[src/rtl/conv_pkg.sv]
package conv_pkg;

	// memory map, byte addresses
	localparam logic [31:0] ADDR_DIMS     = 32'h1000_0000;
	localparam logic [31:0] ADDR_START    = 32'h1000_0020;
	localparam logic [31:0] ADDR_FILTER   = 32'h1000_0040;
	localparam logic [31:0] ADDR_RESULT   = 32'h1000_0100;
	localparam logic [31:0] ADDR_STARTSIG = 32'h1000_0120;

	localparam int MAX_WIDTH  = 64;
	localparam int MAX_HEIGHT = 64;

	localparam int MEM_CREDITS = 4;
	localparam int TAG_DEPTH   = 16; // reads in flight, credits may return early

	localparam int COL_W  = $clog2(MAX_WIDTH);
	localparam int WORD_W = $clog2(MAX_WIDTH / 4);
	localparam int ROW_W  = $clog2(MAX_HEIGHT + 1);
	localparam int CRED_W = $clog2(MEM_CREDITS + 1);

	typedef logic signed [7:0] tap_t;

	// tap k sits at window row k/3, column k%3
	typedef tap_t [8:0] tap_array_t;

	typedef struct packed {
		logic [15:0] height;
		logic [15:0] width;
	} dims_t;

	typedef union packed {
		dims_t      dims_view;
		tap_t [3:0] taps_view; // lowest byte first
	} config_word_u;

	// client tags for the read return FIFO
	localparam logic [1:0] TAG_CFG   = 2'd0;
	localparam logic [1:0] TAG_FETCH = 2'd1;
	localparam logic [1:0] TAG_WR    = 2'd2;

endpackage

[src/rtl/mem_client_if.sv]
`timescale 1ns/1ns

interface mem_client_if;

	logic        req;
	logic        we;
	logic [31:0] addr;
	logic [31:0] wdata;

	logic        accept; // same cycle as req
	logic        rvalid;
	logic [31:0] rdata;

	modport client (
		output req, we, addr, wdata,
		input  accept, rvalid, rdata
	);

	modport port (
		input  req, we, addr, wdata,
		output accept, rvalid, rdata
	);

endinterface

[src/rtl/conv_mem_port.sv]
`timescale 1ns/1ns

module conv_mem_port (
	input  logic        clk,
	input  logic        rst_n,
	mem_client_if.port  cfg_m,
	mem_client_if.port  fetch_m,
	mem_client_if.port  wr_m,
	output logic        mem_req,
	output logic        mem_we,
	output logic [31:0] mem_addr,
	output logic [31:0] mem_wdata,
	input  logic        mem_credit,
	input  logic        mem_rvalid,
	input  logic [31:0] mem_rdata,
	output logic        all_credits
);
	import conv_pkg::*;

	logic [CRED_W-1:0] credits;
	logic              have_credit;
	logic [1:0]        tags [TAG_DEPTH];
	logic [$clog2(TAG_DEPTH)-1:0] wptr, rptr;
	logic [1:0]        rtag;

	assign have_credit = credits != '0;
	assign all_credits = credits == CRED_W'(MEM_CREDITS);

	// writer first, then fetch, then loader
	assign wr_m.accept    = have_credit && wr_m.req;
	assign fetch_m.accept = have_credit && fetch_m.req && !wr_m.req;
	assign cfg_m.accept   = have_credit && cfg_m.req && !wr_m.req && !fetch_m.req;

	assign mem_req = wr_m.accept || fetch_m.accept || cfg_m.accept;

	always_comb begin
		if (wr_m.req) begin
			mem_we    = wr_m.we;
			mem_addr  = wr_m.addr;
			mem_wdata = wr_m.wdata;
		end else if (fetch_m.req) begin
			mem_we    = fetch_m.we;
			mem_addr  = fetch_m.addr;
			mem_wdata = fetch_m.wdata;
		end else begin
			mem_we    = cfg_m.we;
			mem_addr  = cfg_m.addr;
			mem_wdata = cfg_m.wdata;
		end
	end

	always_ff @(posedge clk, negedge rst_n) begin
		if (!rst_n)
			credits <= CRED_W'(MEM_CREDITS);
		else
			credits <= credits - CRED_W'(mem_req) + CRED_W'(mem_credit);
	end

	// tag FIFO, one entry per read in flight
	always_ff @(posedge clk) begin
		if (mem_req && !mem_we)
			tags[wptr] <= wr_m.req ? TAG_WR : (fetch_m.req ? TAG_FETCH : TAG_CFG);
	end

	always_ff @(posedge clk, negedge rst_n) begin
		if (!rst_n) begin
			wptr <= '0;
			rptr <= '0;
		end else begin
			if (mem_req && !mem_we)
				wptr <= wptr + 1'b1;
			if (mem_rvalid)
				rptr <= rptr + 1'b1;
		end
	end

	assign rtag = tags[rptr];

	assign cfg_m.rvalid   = mem_rvalid && rtag == TAG_CFG;
	assign fetch_m.rvalid = mem_rvalid && rtag == TAG_FETCH;
	assign wr_m.rvalid    = mem_rvalid && rtag == TAG_WR;
	assign cfg_m.rdata    = mem_rdata;
	assign fetch_m.rdata  = mem_rdata;
	assign wr_m.rdata     = mem_rdata;

endmodule

[src/rtl/conv_config_loader.sv]
`timescale 1ns/1ns

module conv_config_loader (
	input  logic                 clk,
	input  logic                 rst_n,
	input  logic                 start_poll,
	mem_client_if.client         m,
	output logic                 config_done,
	output logic [15:0]          width,
	output logic [15:0]          height,
	output logic [31:0]          image_addr,
	output logic [31:0]          result_addr,
	output conv_pkg::tap_array_t taps
);
	import conv_pkg::*;

	typedef enum logic [2:0] {L_IDLE, L_POLL, L_POLL_WAIT, L_CLEAR, L_CFG, L_CFG_WAIT} lstate_e;
	lstate_e state;

	logic [2:0]   idx;
	config_word_u cw;

	assign cw = m.rdata;

	assign m.req   = state == L_POLL || state == L_CLEAR || state == L_CFG;
	assign m.we    = state == L_CLEAR;
	assign m.wdata = '0; // clears the start word

	always_comb begin
		case (state)
			L_POLL, L_CLEAR: m.addr = ADDR_STARTSIG;
			default: begin
				case (idx)
					3'd0:    m.addr = ADDR_DIMS;
					3'd1:    m.addr = ADDR_START;
					3'd2:    m.addr = ADDR_FILTER;
					3'd3:    m.addr = ADDR_FILTER + 32'd4;
					3'd4:    m.addr = ADDR_FILTER + 32'd8;
					default: m.addr = ADDR_RESULT;
				endcase
			end
		endcase
	end

	always_ff @(posedge clk, negedge rst_n) begin
		if (!rst_n) begin
			state       <= L_IDLE;
			idx         <= '0;
			config_done <= 1'b0;
		end else begin
			config_done <= 1'b0;
			case (state)
				L_IDLE: if (start_poll) state <= L_POLL;
				L_POLL: if (m.accept) state <= L_POLL_WAIT;
				L_POLL_WAIT: begin
					if (m.rvalid) begin
						if (m.rdata == 32'd1) state <= L_CLEAR;
						else if (start_poll)  state <= L_POLL;
						else                  state <= L_IDLE;
					end
				end
				L_CLEAR: begin
					if (m.accept) begin
						idx   <= '0;
						state <= L_CFG;
					end
				end
				L_CFG: if (m.accept) state <= L_CFG_WAIT;
				L_CFG_WAIT: begin
					if (m.rvalid) begin
						idx <= idx + 1'b1;
						if (idx == 3'd5) begin
							config_done <= 1'b1;
							state       <= L_IDLE;
						end else begin
							state <= L_CFG;
						end
					end
				end
				default: state <= L_IDLE;
			endcase
		end
	end

	// decoded configuration, payload only
	always_ff @(posedge clk) begin
		if (state == L_CFG_WAIT && m.rvalid) begin
			case (idx)
				3'd0: begin
					width  <= cw.dims_view.width;
					height <= cw.dims_view.height;
				end
				3'd1: image_addr <= m.rdata;
				3'd2: taps[3:0] <= cw.taps_view;
				3'd3: taps[7:4] <= cw.taps_view;
				3'd4: taps[8]   <= cw.taps_view[0];
				default: result_addr <= m.rdata;
			endcase
		end
	end

endmodule

[src/rtl/conv_row_buffer.sv]
`timescale 1ns/1ns

module conv_row_buffer (
	input  logic                      clk,
	input  logic                      rst_n,
	input  logic [1:0]                fill_slot,
	input  logic                      fill_start,
	input  logic [31:0]               fill_addr,
	input  logic [15:0]               width,
	mem_client_if.client              m,
	output logic                      fill_done,
	input  logic [1:0]                top_slot,
	input  logic [conv_pkg::COL_W-1:0] col,
	input  logic                      shift_col,
	output logic [2:0][7:0]           col_pix
);
	import conv_pkg::*;

	logic [31:0]       words [4 * (MAX_WIDTH / 4)];
	logic              busy;
	logic [1:0]        slot;
	logic [31:0]       base;
	logic [WORD_W:0]   req_cnt, resp_cnt, total;
	logic [1:0]        rd_slot [3];
	logic [31:0]       rd_word [3];

	assign total = width[WORD_W+2:2];

	assign m.req   = busy && req_cnt != total;
	assign m.we    = 1'b0;
	assign m.addr  = base + {req_cnt, 2'b00};
	assign m.wdata = '0;

	always_ff @(posedge clk, negedge rst_n) begin
		if (!rst_n) begin
			busy      <= 1'b0;
			req_cnt   <= '0;
			resp_cnt  <= '0;
			fill_done <= 1'b0;
		end else begin
			fill_done <= 1'b0;
			if (fill_start) begin
				busy     <= 1'b1;
				req_cnt  <= '0;
				resp_cnt <= '0;
			end else if (busy) begin
				if (m.accept)
					req_cnt <= req_cnt + 1'b1;
				if (m.rvalid) begin
					resp_cnt <= resp_cnt + 1'b1;
					if (resp_cnt == total - 1'b1) begin
						busy      <= 1'b0;
						fill_done <= 1'b1;
					end
				end
			end
		end
	end

	always_ff @(posedge clk) begin
		if (fill_start) begin
			slot <= fill_slot;
			base <= fill_addr;
		end
	end

	always_ff @(posedge clk) begin
		if (busy && m.rvalid)
			words[{slot, resp_cnt[WORD_W-1:0]}] <= m.rdata;
	end

	// three consecutive slots, wrapping
	always_comb begin
		for (int i = 0; i < 3; i++) begin
			rd_slot[i] = top_slot + 2'(i);
			rd_word[i] = words[{rd_slot[i], col[COL_W-1:2]}];
		end
	end

	always_ff @(posedge clk) begin
		if (shift_col) begin
			for (int i = 0; i < 3; i++)
				col_pix[i] <= rd_word[i][8*col[1:0] +: 8];
		end
	end

endmodule

[src/rtl/conv_window_mac.sv]
`timescale 1ns/1ns

module conv_window_mac (
	input  logic                 clk,
	input  logic                 rst_n,
	input  conv_pkg::tap_array_t taps,
	input  logic                 shift_col,
	input  logic [2:0][7:0]      col_pix,
	input  logic                 row_start,
	output logic                 out_valid,
	output logic [7:0]           out_pixel
);
	import conv_pkg::*;

	logic                shift_d; // pixels arrive one cycle after shift_col
	logic [1:0]          seen;
	logic [2:0][7:0]     c0, c1;
	logic signed [16:0]  prod [9];
	logic signed [20:0]  sum;

	always_ff @(posedge clk, negedge rst_n) begin
		if (!rst_n) begin
			shift_d   <= 1'b0;
			seen      <= '0;
			out_valid <= 1'b0;
		end else begin
			shift_d   <= shift_col;
			out_valid <= shift_d && seen == 2'd2;
			if (row_start)
				seen <= '0;
			else if (shift_d && seen != 2'd2)
				seen <= seen + 1'b1;
		end
	end

	always_ff @(posedge clk) begin
		if (shift_d) begin
			c0 <= c1;
			c1 <= col_pix;
		end
	end

	// stage one, nine products with the incoming column as column 2
	always_ff @(posedge clk) begin
		if (shift_d) begin
			for (int r = 0; r < 3; r++) begin
				prod[3*r]     <= taps[3*r]     * $signed({1'b0, c0[r]});
				prod[3*r + 1] <= taps[3*r + 1] * $signed({1'b0, c1[r]});
				prod[3*r + 2] <= taps[3*r + 2] * $signed({1'b0, col_pix[r]});
			end
		end
	end

	// stage two, sum and clamp
	always_comb begin
		sum = '0;
		for (int k = 0; k < 9; k++)
			sum = sum + 21'(prod[k]);
		if (sum < 0)
			out_pixel = 8'd0;
		else if (sum > 21'sd255)
			out_pixel = 8'd255;
		else
			out_pixel = sum[7:0];
	end

endmodule

[src/rtl/conv_result_writer.sv]
`timescale 1ns/1ns

module conv_result_writer (
	input  logic         clk,
	input  logic         rst_n,
	input  logic [31:0]  row_addr,
	input  logic         row_start,
	input  logic [15:0]  width,
	input  logic         out_valid,
	input  logic [7:0]   out_pixel,
	mem_client_if.client m,
	output logic         row_written
);
	import conv_pkg::*;

	logic [31:0]       words [MAX_WIDTH / 4];
	logic [31:0]       base;
	logic [23:0]       acc;
	logic [COL_W-1:0]  byte_cnt;
	logic [WORD_W:0]   fill_cnt, issue_cnt, total;
	logic              last_pix, word_full;

	assign total     = width[WORD_W+2:2];
	assign last_pix  = 16'(byte_cnt) == width - 16'd3;
	assign word_full = byte_cnt[1:0] == 2'd3 || last_pix;

	assign m.req   = issue_cnt != fill_cnt;
	assign m.we    = 1'b1;
	assign m.addr  = base + {issue_cnt, 2'b00};
	assign m.wdata = words[issue_cnt[WORD_W-1:0]];

	always_ff @(posedge clk, negedge rst_n) begin
		if (!rst_n) begin
			byte_cnt    <= '0;
			fill_cnt    <= '0;
			issue_cnt   <= '0;
			row_written <= 1'b0;
		end else begin
			row_written <= 1'b0;
			if (row_start) begin
				byte_cnt  <= '0;
				fill_cnt  <= '0;
				issue_cnt <= '0;
			end else begin
				if (out_valid) begin
					byte_cnt <= byte_cnt + 1'b1;
					if (word_full)
						fill_cnt <= fill_cnt + 1'b1;
				end
				if (m.accept) begin
					issue_cnt <= issue_cnt + 1'b1;
					if (issue_cnt == total - 1'b1)
						row_written <= 1'b1;
				end
			end
		end
	end

	always_ff @(posedge clk) begin
		if (row_start)
			base <= row_addr;
		if (out_valid) begin
			if (last_pix)
				words[fill_cnt[WORD_W-1:0]] <= {16'h0000, out_pixel, acc[7:0]}; // two pad bytes
			else if (word_full)
				words[fill_cnt[WORD_W-1:0]] <= {out_pixel, acc};
			else
				acc[8*byte_cnt[1:0] +: 8] <= out_pixel;
		end
	end

endmodule

[src/rtl/conv_controller.sv]
`timescale 1ns/1ns

module conv_controller (
	input  logic                       clk,
	input  logic                       rst_n,
	input  logic                       config_done,
	input  logic [15:0]                width,
	input  logic [15:0]                height,
	input  logic [31:0]                image_addr,
	input  logic [31:0]                result_addr,
	input  logic                       fill_done,
	input  logic                       row_written,
	input  logic                       all_credits,
	output logic                       start_poll,
	output logic [1:0]                 fill_slot,
	output logic                       fill_start,
	output logic [31:0]                fill_addr,
	output logic [1:0]                 top_slot,
	output logic [conv_pkg::COL_W-1:0] col,
	output logic                       shift_col,
	output logic                       row_start,
	output logic [31:0]                row_addr,
	output logic                       done
);
	import conv_pkg::*;

	typedef enum logic [2:0] {IDLE, LOAD_CONFIG, FILL_FIRST, OPERATE, ROW_END, WAIT_FINAL,
		DONE} state_e;
	state_e state;

	logic [ROW_W-1:0] rows_left;
	logic [ROW_W-1:0] fetch_row;
	logic [31:0]      fetch_addr;
	logic             fill_pending, write_pending;
	logic             more_rows, row_clear;

	assign start_poll = state == LOAD_CONFIG;
	assign shift_col  = state == OPERATE;
	assign done       = state == DONE;

	assign more_rows = 16'(fetch_row) < height;
	assign row_clear = (!fill_pending || fill_done) && (!write_pending || row_written);

	always_ff @(posedge clk, negedge rst_n) begin
		if (!rst_n) begin
			state         <= IDLE;
			fill_start    <= 1'b0;
			row_start     <= 1'b0;
			fill_pending  <= 1'b0;
			write_pending <= 1'b0;
			rows_left     <= '0;
			fetch_row     <= '0;
			top_slot      <= '0;
			col           <= '0;
		end else begin
			fill_start <= 1'b0;
			row_start  <= 1'b0;
			if (fill_done)
				fill_pending <= 1'b0;
			if (row_written)
				write_pending <= 1'b0;

			case (state)
				IDLE: state <= LOAD_CONFIG;
				LOAD_CONFIG: begin
					if (config_done) begin
						fetch_addr   <= image_addr + 32'(width);
						fill_addr    <= image_addr;
						fill_slot    <= 2'd0;
						fill_start   <= 1'b1;
						fetch_row    <= ROW_W'(1);
						rows_left    <= ROW_W'(height - 16'd2);
						row_addr     <= result_addr;
						top_slot     <= '0;
						state        <= FILL_FIRST;
					end
				end
				FILL_FIRST: begin
					if (fill_done) begin
						if (fetch_row == ROW_W'(3)) begin
							state <= OPERATE;
						end else begin
							fill_start <= 1'b1;
							fill_slot  <= fetch_row[1:0];
							fill_addr  <= fetch_addr;
							fetch_addr <= fetch_addr + 32'(width);
							fetch_row  <= fetch_row + 1'b1;
						end
						if (fetch_row == ROW_W'(3)) begin
							row_start     <= 1'b1;
							write_pending <= 1'b1;
							col           <= '0;
							if (more_rows) begin
								fill_start   <= 1'b1;
								fill_pending <= 1'b1;
								fill_slot    <= fetch_row[1:0];
								fill_addr    <= fetch_addr;
								fetch_addr   <= fetch_addr + 32'(width);
								fetch_row    <= fetch_row + 1'b1;
							end
						end
					end
				end
				OPERATE: begin
					col <= col + 1'b1;
					if (16'(col) == width - 16'd1)
						state <= ROW_END;
				end
				ROW_END: begin
					if (row_clear) begin
						rows_left <= rows_left - 1'b1;
						if (rows_left == ROW_W'(1)) begin
							state <= WAIT_FINAL;
						end else begin
							state         <= OPERATE;
							top_slot      <= top_slot + 1'b1;
							row_addr      <= row_addr + 32'(width);
							row_start     <= 1'b1;
							write_pending <= 1'b1;
							col           <= '0;
							if (more_rows) begin // prefetch into the free slot
								fill_start   <= 1'b1;
								fill_pending <= 1'b1;
								fill_slot    <= fetch_row[1:0];
								fill_addr    <= fetch_addr;
								fetch_addr   <= fetch_addr + 32'(width);
								fetch_row    <= fetch_row + 1'b1;
							end
						end
					end
				end
				WAIT_FINAL: if (all_credits) state <= DONE;
				DONE: state <= IDLE;
				default: state <= IDLE;
			endcase
		end
	end

endmodule

[src/rtl/conv_top.sv]
`timescale 1ns/1ns

module conv_top (
	input  logic        clk,
	input  logic        rst_n,
	output logic        mem_req,
	output logic        mem_we,
	output logic [31:0] mem_addr,
	output logic [31:0] mem_wdata,
	input  logic        mem_credit,
	input  logic        mem_rvalid,
	input  logic [31:0] mem_rdata,
	output logic        done
);
	import conv_pkg::*;

	mem_client_if cfg_m ();
	mem_client_if fetch_m ();
	mem_client_if wr_m ();

	logic             all_credits, start_poll, config_done;
	logic [15:0]      width, height;
	logic [31:0]      image_addr, result_addr, fill_addr, row_addr;
	tap_array_t       taps;
	logic [1:0]       fill_slot, top_slot;
	logic             fill_start, fill_done, shift_col, row_start, row_written;
	logic [COL_W-1:0] col;
	logic [2:0][7:0]  col_pix;
	logic             out_valid;
	logic [7:0]       out_pixel;

	conv_mem_port u_port (.clk, .rst_n, .cfg_m(cfg_m.port), .fetch_m(fetch_m.port),
		.wr_m(wr_m.port), .mem_req, .mem_we, .mem_addr, .mem_wdata, .mem_credit,
		.mem_rvalid, .mem_rdata, .all_credits);

	conv_config_loader u_loader (.clk, .rst_n, .start_poll, .m(cfg_m.client), .config_done,
		.width, .height, .image_addr, .result_addr, .taps);

	conv_row_buffer u_rows (.clk, .rst_n, .fill_slot, .fill_start, .fill_addr, .width,
		.m(fetch_m.client), .fill_done, .top_slot, .col, .shift_col, .col_pix);

	conv_window_mac u_mac (.clk, .rst_n, .taps, .shift_col, .col_pix, .row_start,
		.out_valid, .out_pixel);

	conv_result_writer u_writer (.clk, .rst_n, .row_addr, .row_start, .width, .out_valid,
		.out_pixel, .m(wr_m.client), .row_written);

	conv_controller u_ctrl (.clk, .rst_n, .config_done, .width, .height, .image_addr,
		.result_addr, .fill_done, .row_written, .all_credits, .start_poll, .fill_slot,
		.fill_start, .fill_addr, .top_slot, .col, .shift_col, .row_start, .row_addr, .done);

endmodule

[config.mk]
export PLATFORM = sky130hd
export DESIGN_NAME = conv_top
export DESIGN_NICKNAME = d
export VERILOG_FILES = /design/src/rtl/conv_pkg.sv /design/src/rtl/mem_client_if.sv /design/src/rtl/conv_mem_port.sv /design/src/rtl/conv_config_loader.sv /design/src/rtl/conv_row_buffer.sv /design/src/rtl/conv_window_mac.sv /design/src/rtl/conv_result_writer.sv /design/src/rtl/conv_controller.sv /design/src/rtl/conv_top.sv
export SDC_FILE = /design/constraint.sdc
export NUM_CORES = 2
export LEC_CHECK = 0
export BUFFER_PORTS_ARGS = -buffer_cell sky130_fd_sc_hd__buf_2
export CAP_MARGIN = 20
export CELL_PAD_IN_SITES_DETAIL_PLACEMENT = 0
export CELL_PAD_IN_SITES_GLOBAL_PLACEMENT = 1
export CORE_ASPECT_RATIO = 2
export CORE_MARGIN = 2
export CORE_UTILIZATION = 25
export CTS_BUF_LIST = sky130_fd_sc_hd__clkbuf_4 sky130_fd_sc_hd__clkbuf_8
export CTS_CLUSTER_DIAMETER = 200
export DETAILED_ROUTE_END_ITERATION = 7
export PLACE_DENSITY_LB_ADDON = 0.1
export SKIP_CTS_REPAIR_TIMING = 1
export SYNTH_ARGS = -nofsm -noshare
export SYNTH_HDL_FRONTEND = slang
export SYNTH_SLANG_ARGS = --single-unit
[constraint.sdc]
create_clock -name clk -period 10.9 [get_ports clk]
set_clock_uncertainty 0.15 [all_clocks]
set_input_delay 1.635 -clock clk [delete_from_list [all_inputs] [get_ports clk]]
set_output_delay 1.635 -clock clk [all_outputs]
set_load 0.005 [all_outputs]
==> flow_summary.yaml <==
worst_setup_path:
  endpoint_kind: "flip-flop"
  slowest_stage: "nor2_1"
  critical_path.most_common_cell: "fa_1"
  critPathKind: "reg -> reg"
  worstPathArrival_ns: 9.89
  required_ns: 11.51
  cp_max_fo: 16
  critPathMaxStageDelay_ns: 0.87
  worstSetupStartpointType: "flip-flop"
synth:
  yosysSeqAreaShare_pct: 63.9
  netlist-cell-type-count: 88
  synthArstFlopShare_pct: 2.46
  synth-main-ff-cell: "edfxtp_1"
  synth-edff-count: 3173
  yosys_warnings: 0
  ys_ff_latch: 3253
  synthCells: 8797
  syn_nets: 9805
  netlist_area_sq_um: 152000
  syn_area_per_cell_sq_um: 17.3
cells_and_area:
  drive_gt1_share_pct: 22.5
  seq_area_sq_um: 97300
  final_util_pct: 28.8
  n_fill_cell: 60400
  multi_input_area_sq_um: 51600
  nNetsFinal: 10400
  final_common_cell: "edfxtp_1"
  area_growth_pct: 14.8
  final_cell_mix: "edfxtp_1, mux4_2, inv_1"
clock_network:
  h-tree-depth: 6
  clock_path_buffers: 5
  cts_tree: "yes"
  clkLatencyLatePin_ns: 1.14
  cts_buffers: 543
  cts_sinks: 3253
  cts-root-buf: "clkbuf_8"
  clk_pin_slew_worst_paths_ns: 0.07
die:
  initial_core_util_pct: 25.1
  die_y_um: 1110
  die_x_um: 556
  core-area_sq_um: 607000
  io_pins: 103
  die_area_sq_um: 615000
  row_count: 405
place:
  gp_congestion: 0.787
  io_buffers: 102
  hpwl_um: 377000
  dp_slack_ns: 1.30
global_routing:
  grt_pass1_wl_um: 739000
  grt_pass1_vias: 90600
  grt_max_degree: 148
  grt_antenna_before_repair: 53
  grt_overflow: 0
  grt_usage_pct: 17.3
sta:
  slew_violations: 0
  max-slew-margin-rel_pct: 22.1
  postLayoutSetupSlackWorst_ns: 1.62
  min_period_ns: 9.28
  tightest_slew_ns: 1.16
  timing.fmax_mhz: 108
  rsz0062_at_grt: "false"
  finalCritPeriodShare_pct: 85.1
  tns_ns: 0
  setup_viol: 0
  finalHoldViolations: 0
routing:
  drtAntennaViolNets: 0
  route.detailed.drc: 0
  via_per_inst: 4.55
  vias: 80800
  firstDrtPassIters: 6
  wl_per_cell_um: 30.2
  wl_um: 535000
  drtIter0Drc: 5247
run_status:
  status: "finished clean"
job:
  cap_violations: 0
min_path:
  min_path_type: "reg -> reg"
[cell usage after synthesis, types with 7 or more instances]
cell type	n	area, sq um
a22oi_1	51	383
o41ai_1	12	105
o31ai_1	7	52.6
o311ai_0	19	166
a211oi_1	20	150
nand2b_1	83	519
a21boi_0	21	158
inv_1	763	2860
o311a_1	10	100
or3_1	8	50.1
o211ai_1	20	150
mux4_2	868	19500
nor3_1	71	355
fa_1	450	9010
o21a_1	29	218
nor3b_1	16	120
nand3b_1	10	75.1
o22ai_1	34	213
nor2b_1	81	507
a31oi_1	11	68.8
edfxtp_1	3173	95300
or2_2	16	100
dfrtp_1	79	1980
nor2_1	387	1450
buf_1	71	267
ha_1	522	6530
buf_2	66	330
and2_1	345	2160
xor2_1	109	955
clkbuf_1	152	571
o221ai_1	9	78.8
nor4_1	14	87.6
xnor2_1	208	1820
mux2i_1	15	150
a22o_1	8	70.1
a222oi_1	36	360
nand3_1	69	345
a21o_1	45	338
o21ai_0	147	736
o21bai_1	10	75.1
nand4_1	42	263
nand2_1	432	1620
a21oi_1	121	606
and3_1	32	200
o31a_1	9	78.8
[state kept, by name, summed over array words and instances, names as in the netlist, 32 cells and up]
name / count
u_rows.base: 32
u_rows.words: 2048
u_loader.result_addr: 32
u_loader.image_addr: 32
u_ctrl.row_addr: 32
u_port.tags: 32
u_ctrl.fetch_addr: 32
u_ctrl.fill_addr: 32
u_writer.base: 32
u_writer.words: 512
u_mac.prod: 153
u_loader.taps: 72
[through the flow]
stage / hold slack [ns] / std cells / cell area [sq um]
CTS: 0.221 / 17700 / 175000
floorplan: 0.277 / 8797 / 152000
global route: 0.312 / 17700 / 175000
finish: 0.301 / 17800 / 175000
detailed placement: 0.293 / 16800 / 164000
global placement: 0.294 / 16800 / 164000
[area by class of cell]
class                           instances  area share (%)
Tap cell                             7936            5.69
Clock buffer                          735            5.17
Clock inverter                        190           0.713
Antenna cell                           35          0.0502
Timing Repair Buffer                  349            1.48
Multi-Input combinational cell       4488            29.5
Inverter                              764            1.64
Sequential cell                      3253            55.7
[metal layers]
layer  up-vias  global-route usage (%)  part of all wire (%)
met2      1583                    36.9                    61
met3       731                    1.75                   2.6
met4         0                    5.45                   3.1
met5         -                       0                     0
li1      34900                       -                     -
met1     43600                    16.8                    33
[worst max-delay path: cells and delay by family, from the launching register on]
kind | cells | cell delay [ns]
AO/OA/AOI/OAI | 10 | 2.35
XOR/XNOR | 1 | 0.14
adder cells (fa/ha/maj) | 8 | 3.66
buffers and inverters | 5 | 0.41
flip-flops | 1 | 0.32
AND/OR/NAND/NOR | 6 | 1.94
[path summary, 6_finish.rpt]
check / startpoint / to / slack [ns] / cells after the start
worst max-delay path: u_mac.prod[0][1] / u_writer.words[2][28] / 1.62 / 30
max in group asynchronous: rst_n / u_mac.shift_d / 8.73 / 2
min in group asynchronous: rst_n / u_ctrl.rows_left[2] / 0.34 / 1
worst min register to register: u_ctrl.fill_addr[19] / u_rows.base[19] / 0.30 / 0
worst min-delay path: u_ctrl.fill_addr[19] / u_rows.base[19] / 0.30 / 0
worst max register to register: u_mac.prod[0][1] / u_writer.words[2][28] / 1.62 / 30
[cell families (layout without fill, tap and decap cells)]
logic type	count (synthesis)	after routing	synth area share, %
flip-flops	3253	3253	63.9
AND/OR/NAND/NOR	1635	1635	5.33
buffers and inverters	1056	2038	2.67
adder cells (fa/ha/maj)	972	972	10.2
multiplexers	886	886	13.0
AO/OA/AOI/OAI	678	678	3.07
XOR/XNOR	317	317	1.82
other	0	35	0
Power is not shown: default switching activity piles up to over one toggle a cycle in this logic, so the estimate is an artifact.
